$ cat src/eeprom_pkg.sv
package eeprom_pkg;

    localparam logic [3:0] DEV_CODE = 4'b1010; // serial eeprom type id

    typedef struct packed {
        logic [3:0] dev;
        logic [2:0] block; // address bits 10:8
        logic       rnw;
    } eeprom_ctrl_fields_t;

    // same byte seen as fields when built, as raw bits when shifted
    typedef union packed {
        logic [7:0]          raw;
        eeprom_ctrl_fields_t f;
    } eeprom_ctrl_byte_u;

    typedef enum logic [1:0] {
        TX_START,
        TX_RSTART,
        TX_BYTE,
        TX_STOP
    } tx_op_e;

    typedef struct packed {
        tx_op_e     op;
        logic [7:0] data; // only used for TX_BYTE
    } tx_cmd_t;

    typedef struct packed {
        logic        wr;
        logic        rd;
        logic [10:0] addr;
        logic [7:0]  wdata;
    } eeprom_req_t;

    typedef struct packed {
        logic [7:0] rdata;
        logic       err; // slave gave no ack
    } eeprom_resp_t;

endpackage

$ cat src/i2c_tx_shifter.sv
`timescale 1ns/1ps

module i2c_tx_shifter
    import eeprom_pkg::*;
(
    input  logic    CLK,
    input  logic    RESET,
    input  logic    scl_low_mid,
    input  logic    scl_high_mid,
    input  logic    tx_go,
    input  tx_cmd_t tx_cmd,
    input  logic    sda_in,
    output logic    sda_pull,
    output logic    tx_done,
    output logic    tx_nack
);

    typedef enum logic [1:0] {
        ST_IDLE,
        ST_LOW,
        ST_HIGH
    } state_e;

    state_e     state;
    tx_op_e     op;
    logic [7:0] shreg;
    logic [3:0] bit_cnt;
    logic       ack_slot;

    assign ack_slot = (bit_cnt == 4'd8); // ninth bit of a byte

    always_ff @(posedge CLK)
    begin
        if (RESET)
        begin
            state    <= ST_IDLE;
            bit_cnt  <= '0;
            sda_pull <= 1'b0;
            tx_done  <= 1'b0;
            tx_nack  <= 1'b0;
        end
        else
        begin
            tx_done <= 1'b0;
            tx_nack <= 1'b0;
            case (state)
                ST_IDLE:
                    if (tx_go)
                    begin
                        bit_cnt <= '0;
                        state   <= ST_LOW;
                    end
                ST_LOW:
                    if (scl_low_mid)
                    begin
                        case (op)
                            TX_STOP: sda_pull <= 1'b1; // low before the rising edge
                            TX_BYTE: sda_pull <= ~ack_slot & ~shreg[7];
                            default: sda_pull <= 1'b0; // start needs sda high first
                        endcase
                        state <= ST_HIGH;
                    end
                ST_HIGH:
                    if (scl_high_mid)
                    begin
                        if (op == TX_BYTE && !ack_slot)
                        begin
                            bit_cnt <= bit_cnt + 4'd1;
                            state   <= ST_LOW;
                        end
                        else
                        begin
                            tx_done <= 1'b1;
                            tx_nack <= (op == TX_BYTE) & sda_in; // released line means nack
                            state   <= ST_IDLE;
                            if (op != TX_BYTE)
                                sda_pull <= (op != TX_STOP); // sda edge while scl high
                        end
                    end
                default:
                    state <= ST_IDLE;
            endcase
        end
    end

    always_ff @(posedge CLK)
    begin
        if (state == ST_IDLE && tx_go)
        begin
            op    <= tx_cmd.op;
            shreg <= tx_cmd.data;
        end
        else if (state == ST_LOW && scl_low_mid && op == TX_BYTE)
        begin
            shreg <= {shreg[6:0], 1'b0}; // msb first
        end
    end

endmodule

$ cat src/i2c_rx_shifter.sv
`timescale 1ns/1ps

module i2c_rx_shifter (
    input  logic       CLK,
    input  logic       RESET,
    input  logic       scl_low_mid,
    input  logic       scl_high_mid,
    input  logic       rx_go,
    input  logic       sda_in,
    output logic       sda_pull,
    output logic       rx_done,
    output logic [7:0] rx_byte
);

    typedef enum logic [1:0] {
        ST_IDLE,
        ST_LOW,
        ST_HIGH
    } state_e;

    state_e     state;
    logic [3:0] bit_cnt;
    logic       ack_slot;

    assign ack_slot = (bit_cnt == 4'd8);

    // single read only, so the ninth bit stays released as nack
    assign sda_pull = 1'b0;

    always_ff @(posedge CLK)
    begin
        if (RESET)
        begin
            state   <= ST_IDLE;
            bit_cnt <= '0;
            rx_done <= 1'b0;
        end
        else
        begin
            rx_done <= 1'b0;
            case (state)
                ST_IDLE:
                    if (rx_go)
                    begin
                        bit_cnt <= '0;
                        state   <= ST_LOW;
                    end
                ST_LOW:
                    if (scl_low_mid)
                        state <= ST_HIGH; // slave sets up its bit here
                ST_HIGH:
                    if (scl_high_mid)
                    begin
                        if (ack_slot)
                        begin
                            rx_done <= 1'b1;
                            state   <= ST_IDLE;
                        end
                        else
                        begin
                            bit_cnt <= bit_cnt + 4'd1;
                            state   <= ST_LOW;
                        end
                    end
                default:
                    state <= ST_IDLE;
            endcase
        end
    end

    always_ff @(posedge CLK)
    begin
        if (state == ST_HIGH && scl_high_mid && !ack_slot)
            rx_byte <= {rx_byte[6:0], sda_in}; // msb arrives first
    end

endmodule

$ cat src/eeprom_sequencer.sv
`timescale 1ns/1ps

module eeprom_sequencer
    import eeprom_pkg::*;
#(
    parameter int SCL_HALF = 2
)
(
    input  logic         CLK,
    input  logic         RESET,
    input  eeprom_req_t  req,
    input  logic         tx_done,
    input  logic         tx_nack,
    input  logic         rx_done,
    input  logic [7:0]   rx_byte,
    input  logic         tx_pull,
    input  logic         rx_pull,
    output logic         scl,
    output logic         sda_oe,
    output logic         scl_low_mid,
    output logic         scl_high_mid,
    output logic         tx_go,
    output tx_cmd_t      tx_cmd,
    output logic         rx_go,
    output logic         busy,
    output logic         done,
    output eeprom_resp_t resp
);

    localparam int CW = $clog2(SCL_HALF);
    localparam logic [CW-1:0] LAST = CW'(SCL_HALF - 1);
    localparam logic [CW-1:0] MID  = CW'((SCL_HALF - 1) / 2); // early in phase

    typedef enum logic [3:0] {
        S_IDLE,
        S_START,
        S_CTRL_WR,
        S_ADDR,
        S_WDATA,
        S_RSTART,
        S_CTRL_RD,
        S_RDATA,
        S_STOP
    } state_e;

    state_e            state;
    state_e            nxt;
    logic              run;
    logic [CW-1:0]     cnt;
    logic              accept;
    logic              finish;
    logic              rd_q;
    logic [10:0]       addr_q;
    logic [7:0]        wdata_q;
    logic [7:0]        rdata_q;
    logic              err_q;
    eeprom_ctrl_byte_u ctrl;

    assign accept       = (state == S_IDLE) && (req.wr || req.rd);
    assign finish       = (state == S_STOP) && tx_done;
    assign busy         = (state != S_IDLE);
    assign sda_oe       = tx_pull | rx_pull;
    assign scl_low_mid  = run && !scl && (cnt == MID);
    assign scl_high_mid = run && scl && (cnt == MID);

    // scl runs only between acceptance and the end of stop
    always_ff @(posedge CLK)
    begin
        if (RESET)
        begin
            run <= 1'b0;
            scl <= 1'b1;
            cnt <= '0;
        end
        else if (accept)
        begin
            run <= 1'b1;
            scl <= 1'b0;
            cnt <= '0;
        end
        else if (finish)
        begin
            run <= 1'b0; // parked high after stop
            cnt <= '0;
        end
        else if (run)
        begin
            if (cnt == LAST)
            begin
                cnt <= '0;
                scl <= ~scl;
            end
            else
                cnt <= cnt + CW'(1);
        end
    end

    always_comb
    begin
        nxt = state;
        case (state)
            S_IDLE:    if (accept) nxt = S_START;
            S_START:   if (tx_done) nxt = S_CTRL_WR;
            S_CTRL_WR: if (tx_done) nxt = tx_nack ? S_STOP : S_ADDR;
            S_ADDR:    if (tx_done) nxt = tx_nack ? S_STOP : (rd_q ? S_RSTART : S_WDATA);
            S_WDATA:   if (tx_done) nxt = S_STOP;
            S_RSTART:  if (tx_done) nxt = S_CTRL_RD;
            S_CTRL_RD: if (tx_done) nxt = tx_nack ? S_STOP : S_RDATA;
            S_RDATA:   if (rx_done) nxt = S_STOP;
            S_STOP:    if (tx_done) nxt = S_IDLE;
            default:   nxt = S_IDLE;
        endcase
    end

    // go issued on the step edge so the next low_mid is not missed
    assign tx_go = (nxt != state) && (nxt != S_IDLE) && (nxt != S_RDATA);
    assign rx_go = (nxt != state) && (nxt == S_RDATA);

    always_comb
    begin
        ctrl.f.dev   = DEV_CODE;
        ctrl.f.block = addr_q[10:8];
        ctrl.f.rnw   = (nxt == S_CTRL_RD);
        tx_cmd.op    = TX_BYTE;
        tx_cmd.data  = ctrl.raw;
        case (nxt)
            S_START:  tx_cmd.op = TX_START;
            S_RSTART: tx_cmd.op = TX_RSTART;
            S_STOP:   tx_cmd.op = TX_STOP;
            S_ADDR:   tx_cmd.data = addr_q[7:0];
            S_WDATA:  tx_cmd.data = wdata_q;
            default:  tx_cmd.data = ctrl.raw;
        endcase
    end

    always_ff @(posedge CLK)
    begin
        if (RESET)
        begin
            state <= S_IDLE;
            err_q <= 1'b0;
            done  <= 1'b0;
            resp  <= '0;
        end
        else
        begin
            state <= nxt;
            done  <= finish;
            if (accept)
                err_q <= 1'b0;
            else if (tx_done && tx_nack)
                err_q <= 1'b1;
            if (finish)
            begin
                resp.rdata <= rdata_q;
                resp.err   <= err_q;
            end
        end
    end

    always_ff @(posedge CLK)
    begin
        if (accept)
        begin
            rd_q    <= !req.wr; // write wins
            addr_q  <= req.addr;
            wdata_q <= req.wdata;
            rdata_q <= '0;
        end
        else if (rx_done)
            rdata_q <= rx_byte;
    end

endmodule

$ cat src/eeprom_ctrl_top.sv
`timescale 1ns/1ps

module eeprom_ctrl_top
    import eeprom_pkg::*;
#(
    parameter int SCL_HALF = 2 // clk cycles per scl phase
)
(
    input  logic         CLK,
    input  logic         RESET,
    input  eeprom_req_t  req,
    input  logic         sda_in,
    output logic         busy,
    output logic         done,
    output eeprom_resp_t resp,
    output logic         scl,
    output logic         sda_oe
);

    logic       scl_low_mid;
    logic       scl_high_mid;
    logic       tx_go;
    tx_cmd_t    tx_cmd;
    logic       tx_done;
    logic       tx_nack;
    logic       tx_pull;
    logic       rx_go;
    logic       rx_done;
    logic [7:0] rx_byte;
    logic       rx_pull;

    i2c_tx_shifter i_tx_shifter (
        .CLK          (CLK),
        .RESET        (RESET),
        .scl_low_mid  (scl_low_mid),
        .scl_high_mid (scl_high_mid),
        .tx_go        (tx_go),
        .tx_cmd       (tx_cmd),
        .sda_in       (sda_in),
        .sda_pull     (tx_pull),
        .tx_done      (tx_done),
        .tx_nack      (tx_nack)
    );

    i2c_rx_shifter i_rx_shifter (
        .CLK          (CLK),
        .RESET        (RESET),
        .scl_low_mid  (scl_low_mid),
        .scl_high_mid (scl_high_mid),
        .rx_go        (rx_go),
        .sda_in       (sda_in),
        .sda_pull     (rx_pull),
        .rx_done      (rx_done),
        .rx_byte      (rx_byte)
    );

    eeprom_sequencer #(
        .SCL_HALF (SCL_HALF)
    ) i_sequencer (
        .CLK          (CLK),
        .RESET        (RESET),
        .req          (req),
        .tx_done      (tx_done),
        .tx_nack      (tx_nack),
        .rx_done      (rx_done),
        .rx_byte      (rx_byte),
        .tx_pull      (tx_pull),
        .rx_pull      (rx_pull),
        .scl          (scl),
        .sda_oe       (sda_oe),
        .scl_low_mid  (scl_low_mid),
        .scl_high_mid (scl_high_mid),
        .tx_go        (tx_go),
        .tx_cmd       (tx_cmd),
        .rx_go        (rx_go),
        .busy         (busy),
        .done         (done),
        .resp         (resp)
    );

endmodule

$ cat config.mk
export PLATFORM = sky130hd
export DESIGN_NAME = eeprom_ctrl_top
export DESIGN_NICKNAME = d
export VERILOG_FILES = /design/src/eeprom_pkg.sv /design/src/i2c_tx_shifter.sv /design/src/i2c_rx_shifter.sv /design/src/eeprom_sequencer.sv /design/src/eeprom_ctrl_top.sv
export SDC_FILE = /design/constraint.sdc
export NUM_CORES = 1
export LEC_CHECK = 0
export ABC_AREA = 0
export BUFFER_PORTS_ARGS = -buffer_cell sky130_fd_sc_hd__clkbuf_2
export CAP_MARGIN = 20
export CORE_ASPECT_RATIO = 0.75
export CORE_MARGIN = 4
export CORE_UTILIZATION = 51
export CTS_CLUSTER_DIAMETER = 100
export DETAILED_ROUTE_END_ITERATION = 10
export GPL_ROUTABILITY_DRIVEN = 1
export HOLD_SLACK_MARGIN = 0.05
export PLACE_DENSITY = 0.69
export SETUP_SLACK_MARGIN = 0.15
export SLEW_MARGIN = 30
export SYNTH_ARGS = -nofsm -noshare
export SYNTH_HDL_FRONTEND = slang
export SYNTH_SLANG_ARGS = --single-unit
export TNS_END_PERCENT = 50
$ cat constraint.sdc
create_clock -name CLK -period 3.6 [get_ports CLK]
set_input_delay 0.9 -clock CLK [delete_from_list [all_inputs] [get_ports CLK]]
set_output_delay 0.9 -clock CLK [all_outputs]
set_load 0.01 [all_outputs]
==> results.toml, run 1 <==
[floorplan]
start_util_pct = 53.3
die_x_um = 106
dieArea_mm2 = 0.00864
boundaryPins = 37
core_mm2 = 0.00690
dieHeight_um = 81.5
rows = 26

[synthesis]
synthCells = 340
synth_compound_area_share_pct = 15.2
yosysTopAreaCell = "edfxtp_1"
synthTopCellsByCount = "42 x dfxtp_1, 38 x edfxtp_1, 33 x nor2_1, 27 x nand2_1, 18 x a21oi_1"
synth-edff-count = 38
seq_area_frac_synth_pct = 53.9
synth-simple-area-share_pct = 19.5
syn-num-nets = 368
netlist.area_leader.share_pct = 31.0
yosys_warnings = 0
ys_top_cells_by_area = "edfxtp_1 31%, dfxtp_1 23%, mux2i_1 3.8%"
ys_async_sr_fraction_pct = 0
synthMuxAreaShare_pct = 4.42
synth.avg_cell_area_um2 = 10.8
yosys_most_used_dff = "dfxtp_1"
ys_types = 69
synthXorXnorAreaFrac_pct = 0.715
yosys.cell_count.top_type = "dfxtp_1"
synth_top_family_by_area = "simple AND/OR/NAND/NOR gates"
synth-adder-area-share_pct = 1.36
ys_ff_latch = 80
syn-cell-area_mm2 = 0.00368

[global_routing]
grt_first_pass_wirelength_mm = 12.5
grt_max_degree = 38
grt_pass1_vias = 2482
grt.total_usage_pct = 18.5
antenna_found_initial = 0
grt_overflow = 0

[drt]
wl_per_cell_um = 15.5
wl_mm = 7.41
num_vias = 2631
ant_nets = 0
drt_drc_violations_left = 0
dr.pass1.iters = 7
viasPerCell = 5.50
dr.first_iter.drc_count = 143

[setup_path]
crit_chain = "nor2b_1 > o22ai_2 > o211ai_1 > nor2b_1 > buf_4 > a21o_1 > and3b_1 > o21bai_1"
crit_cells = 8
cpMostUsedCell = "nor2b_1"
cp-end-kind = "register"
crit_start = "i_sequencer.state[0]$_SDFF_PP0_"
timing.rr.start = "i_sequencer.state[0]$_SDFF_PP0_"
crit_slowest_cell = "dfxtp_1"
worstPathMaxFanout = 23
rrSetupSlack_ns = 0.56
start_kind = "register"
crit_family = "flip-flops"
arrival_ns = 3.01
max_stage_delay_ns = 0.89
path_buf_inv = 1
critPathRequiredTime_ns = 3.57
critPathKind = "reg2reg"
rr_worst_depth = 8

[sta]
final-setup-viol-count = 0
hold_viol = 0
slew_headroom_pct = 42.3
whs_ns = 0.453
post-route-period-util_pct = 84.4
tightest_slew_ns = 0.864
rsz0062_at_grt = "no"
skew_ns = 0.0123
drv_slew = 0
fin_crit_ns = 3.04
fmax_ghz = 0.329
setup_tns_ns = 0

[worst_hold_path]
hp-class = "reg2reg"
hp-start = "i_sequencer.rdata_q[2]$_SDFFE_PP0P_"
min_path_cells = 2

[clocking]
cts_resized = 0
clockBufferDepth = 2
cts_sinks = 80
cts_buffers = 9
cts_tree = "done"
clkTransAtPathRegs_ns = 0.09
ctsHtreeMaxLevel = 3
hold_buffers = 0
post-cts-setup-buffer-count = 0
clk_latency_ns = 0.35
cts-root-buf = "clkbuf_8"

[pwr]
seq_power_share_pct = 53.9
p_leak_nw = 1.50
p_per_area_mw_per_mm2 = 504
p_comb_share_pct = 15.9
clkPwrFrac_pct = 30.2
peakVddDrop_mv = 0.279
p_total_w = 0.00207
p_int_w = 0.00147
p_sw_w = 0.000593
p_sw_share_pct = 28.7

[placed_design]
gp_congestion = 0.833
portBuffers = 36
dp_hpwl_mm = 5.11

[outcome]
status = "completed"

[layout]
drive_gt1_share_pct = 19.5
fin_nets = 403
multi_input_area_mm2 = 0.00153
nFillCells = 596
n_antenna_cell = 0
seqCellArea_mm2 = 0.00198
syn_to_final_growth_pct = 11.5

[run]
maxCapViolCount = 0
path summary, 6_finish.rpt:
kind,endpoint
hold / removal,i_sequencer.resp[3]$_SDFFE_PP0P_
setup / recovery,i_tx_shifter.shreg[3]$_DFFE_PP_
hold reg to reg,i_sequencer.resp[3]$_SDFFE_PP0P_
setup reg to reg,i_tx_shifter.shreg[3]$_DFFE_PP_
kinds of logic (layout without fill, tap and decap cells):
family,count (synthesis),count (layout)
and+or+nand+nor,130,130
buffers and inverters,33,73
adders and majority gates,4,4
DFF,80,80
muxes,16,16
AOI/OAI and AO/OA,74,74
xor gates and xnor gates,3,3
placed cells by master (no fill, tap or decap), types with 4 or more instances in the layout:
cell / instances
a21oi_1: 18
buf_4: 6
clkbuf_2: 36
clkbuf_8: 10
dfxtp_1: 42
edfxtp_1: 38
ha_1: 4
inv_1: 14
mux2i_1: 14
nand2_1: 27
nand2b_1: 9
nand3_1: 7
nand3b_1: 5
nor2_1: 33
nor2b_1: 8
nor3_1: 7
nor3b_1: 6
nor4_1: 5
o21ai_0: 9
o21ai_1: 5
o21bai_1: 4
worst register-to-register path, stage by stage, from the launching register on:
cell	delay (ns)
dfxtp_1	0.89
nor2b_1	0.29
o22ai_2	0.11
o211ai_1	0.24
nor2b_1	0.16
buf_4	0.15
a21o_1	0.10
and3b_1	0.32
o21bai_1	0.40
state kept, by name (all words and copies together) (netlist names), 2 cells and up:
| register | flops |
|---|---|
| i_sequencer.resp | 9 |
| i_tx_shifter.state | 2 |
| i_rx_shifter.bit_cnt | 4 |
| i_sequencer.wdata_q | 8 |
| i_rx_shifter.rx_byte | 8 |
| i_tx_shifter.bit_cnt | 4 |
| i_tx_shifter.shreg | 8 |
| i_rx_shifter.state | 2 |
| i_sequencer.addr_q | 11 |
| i_sequencer.state | 4 |
| i_sequencer.rdata_q | 8 |
| i_tx_shifter.op | 2 |
area by class of cell:
type                            instances  share of cell area, %
Multi-Input combinational cell        227                   37.2
Clock buffer                           10                   3.36
Inverter                               15                   1.37
Timing Repair Buffer                   42                   5.49
Clock inverter                          6                   1.22
Sequential cell                        80                   48.3
Tap cell                               98                   2.99
power by group through the flow:
stage          clock (W)  sequential [W]  combinational [W]
6_report        0.000624         0.00111           0.000329
3_5_place_dp           0         0.00114           0.000326
5_1_grt         0.000697         0.00113           0.000367
4_1_cts         0.000645         0.00112           0.000329
2_1_floorplan          0         0.00110           0.000275
3_3_place_gp           0         0.00113           0.000320
routing by layer:
metal | track usage [%] | share of wire, % | routed length [um]
met5 | 0 | 0 | 0
met4 | 5.56 | 0.74 | 55
met3 | 5.81 | 7.1 | 528
met2 | 25.8 | 43 | 3180
met1 | 27.4 | 49 | 3650
metrics by stage:
stage	utilization [%]	area [um2]	std cells	worst slack, ns
floorplan	-	3680	340	1.04
detailed placement	56.7	3910	462	0.589
CTS	59.5	4100	478	0.546
global route	59.5	4100	478	0.279
finish	59.5	4100	478	0.562
global placement	56.6	3900	462	0.723
Power figures use the tool's default switching activity.
==> inputs of run 2 (changes only) <==
- clock period: 3.6 -> 2.9 ns (I/O delays scaled with it)
==> run 2 against run 1 <==
- clock-buffer cell count is 1 higher
- flip-flop and latch count did not move
- global-route usage is 0.056 points lower
- sequential share of layout area decreased by 0.60 points
- critical path type unchanged
- largest power group unchanged
==> results.toml, run 2 (same netlist as run 1, synthesis figures left out) <==
[outcome]
status = "completed"

[global_routing]
grt_pass1_vias = 2473
grt_first_pass_wirelength_mm = 12.3
antenna_found_initial = 0
grt.total_usage_pct = 18.4
grt_overflow = 0
grt_max_degree = 30

[setup_path]
crit_start = "i_sequencer.state[2]$_SDFF_PP0_"
max_stage_delay_ns = 0.54
crit_family = "compound AO/OA/AOI/OAI gates"
arrival_ns = 2.49
endpoint = "i_tx_shifter.shreg[0]$_SDFFCE_PP0P_"
rr_worst_depth = 7
rrSetupSlack_ns = 0.39
cp-end-kind = "register"
critPathRequiredTime_ns = 2.88
rr_endpoint = "i_tx_shifter.shreg[0]$_SDFFCE_PP0P_"
crit_slowest_cell = "dfxtp_2"
start_kind = "register"
crit_cells = 7
crit_chain = "or2b_1 > o22ai_2 > o211ai_1 > nor2b_1 > a21o_1 > and3b_1 > o21bai_1"
path_buf_inv = 0
timing.rr.start = "i_sequencer.state[2]$_SDFF_PP0_"
worstPathMaxFanout = 19
critPathKind = "reg2reg"

[clocking]
cts_tree = "done"
clkTransAtPathRegs_ns = 0.08
cts_buffers = 9
ctsHtreeMaxLevel = 3
cts-root-buf = "clkbuf_8"
clk_latency_ns = 0.36
hold_buffers = 0
cts_sinks = 80
clockBufferDepth = 2

[sta]
fmax_ghz = 0.399
fin_crit_ns = 2.51
hold_viol = 0
rsz0062_at_grt = "no"
slew_headroom_pct = 51.2
skew_ns = 0.0123
whs_ns = 0.452
post-route-period-util_pct = 86.5
final-setup-viol-count = 0
tightest_slew_ns = 0.731
drv_slew = 0
setup_tns_ns = 0

[placed_design]
gp_congestion = 0.850
portBuffers = 36
dp_hpwl_mm = 5.37

[layout]
final_cell_mix = "38 x dfxtp_1, 38 x edfxtp_1, 36 x clkbuf_2"
largest_reg_flops = 11
syn_to_final_growth_pct = 13.4
fin_nets = 411
reg_top3 = "i_sequencer.addr_q x11, i_sequencer.resp x9"
seqCellArea_mm2 = 0.00199
n_antenna_cell = 0
drive_gt1_share_pct = 21.9
multi_input_area_mm2 = 0.00152
nFillCells = 585
top_register = "i_sequencer.addr_q"

[worst_hold_path]
hp-class = "reg2reg"

[pwr]
peakVddDrop_mv = 0.354
p_per_area_mw_per_mm2 = 624
p_leak_nw = 1.55

[floorplan]
dieHeight_um = 81.5
start_util_pct = 53.3
core_mm2 = 0.00690
dieArea_mm2 = 0.00864
boundaryPins = 37
die_x_um = 106
rows = 26

[drt]
ant_nets = 0
viasPerCell = 5.49
wl_mm = 7.49
wl_per_cell_um = 15.4
dr.first_iter.drc_count = 179
drt_drc_violations_left = 0
num_vias = 2670
dr.pass1.iters = 4

[run]
maxCapViolCount = 0
run 2: through the flow:
stage	utilization [%]	instances	setup slack [ns]	area [um2]	total power [W]
floorplan	-	340	0.496	3680	0.00171
global placement	57.5	470	0.181	3960	0.00182
detailed placement	57.5	470	0.0767	3960	0.00183
CTS	60.3	486	0.166	4160	0.00262
global route	60.4	486	0.230	4170	0.00274
finish	60.4	486	0.393	4170	0.00260
run 2: what timing repair did:
item,CTS,global route
endpoints found under the setup margin,8,13
gates resized for setup,1,5
cloned,0,0
hold endpoints to repair,0,0
buffers inserted,0,0
run 2: how the worst min path moves through the flow:
stage	to	cells past startpoint	slack [ns]	startpoint
global placement	i_rx_shifter.rx_byte[6]$_DFFE_PP_	0	0.43	i_rx_shifter.rx_byte[5]$_DFFE_PP_
finish	i_sequencer.resp[4]$_SDFFE_PP0P_	2	0.45	i_sequencer.rdata_q[3]$_SDFFE_PP0P_
CTS	i_rx_shifter.rx_byte[6]$_DFFE_PP_	0	0.45	i_rx_shifter.rx_byte[5]$_DFFE_PP_
floorplan	i_rx_shifter.rx_byte[1]$_DFFE_PP_	0	0.43	i_rx_shifter.rx_byte[0]$_DFFE_PP_
detailed placement	i_rx_shifter.rx_byte[5]$_DFFE_PP_	0	0.43	i_rx_shifter.rx_byte[4]$_DFFE_PP_
global route	i_rx_shifter.rx_byte[5]$_DFFE_PP_	0	0.47	i_rx_shifter.rx_byte[4]$_DFFE_PP_
run 2: area by class of cell:
cell class / count / share of cell area (%)
Timing Repair Buffer: 50 / 6.84
Inverter: 15 / 1.35
Clock inverter: 5 / 0.901
Sequential cell: 80 / 47.7
Multi-Input combinational cell: 227 / 36.6
Clock buffer: 11 / 3.66
Tap cell: 98 / 2.94
run 2: metal layers:
| metal | up-vias | global-route usage [%] | share of wire [%] |
|---|---|---|---|
| li1 | 1319 | - | - |
| met1 | 1268 | 26.4 | 50 |
| met2 | 74 | 27.6 | 43 |
| met3 | 9 | 3.61 | 5.8 |
| met4 | 0 | 7.63 | 1.4 |
| met5 | - | 0 | 0 |
run 2: worst register-to-register path, delay by kind of cell, from the launching register on:
family	cells	cell delay, ns
AND/OR/NAND/NOR	3	0.78
flip-flops	1	0.54
AO/OA/AOI/OAI	4	0.81
run 2: power by group:
part | total (W) | switching (W) | internal, W
clock network | 0.000787 | 0.000419 | 0.000368
registers | 0.00138 | 0.0000683 | 0.00131
logic | 0.000432 | 0.000248 | 0.000184
total | 0.00260 | 0.000735 | 0.00187
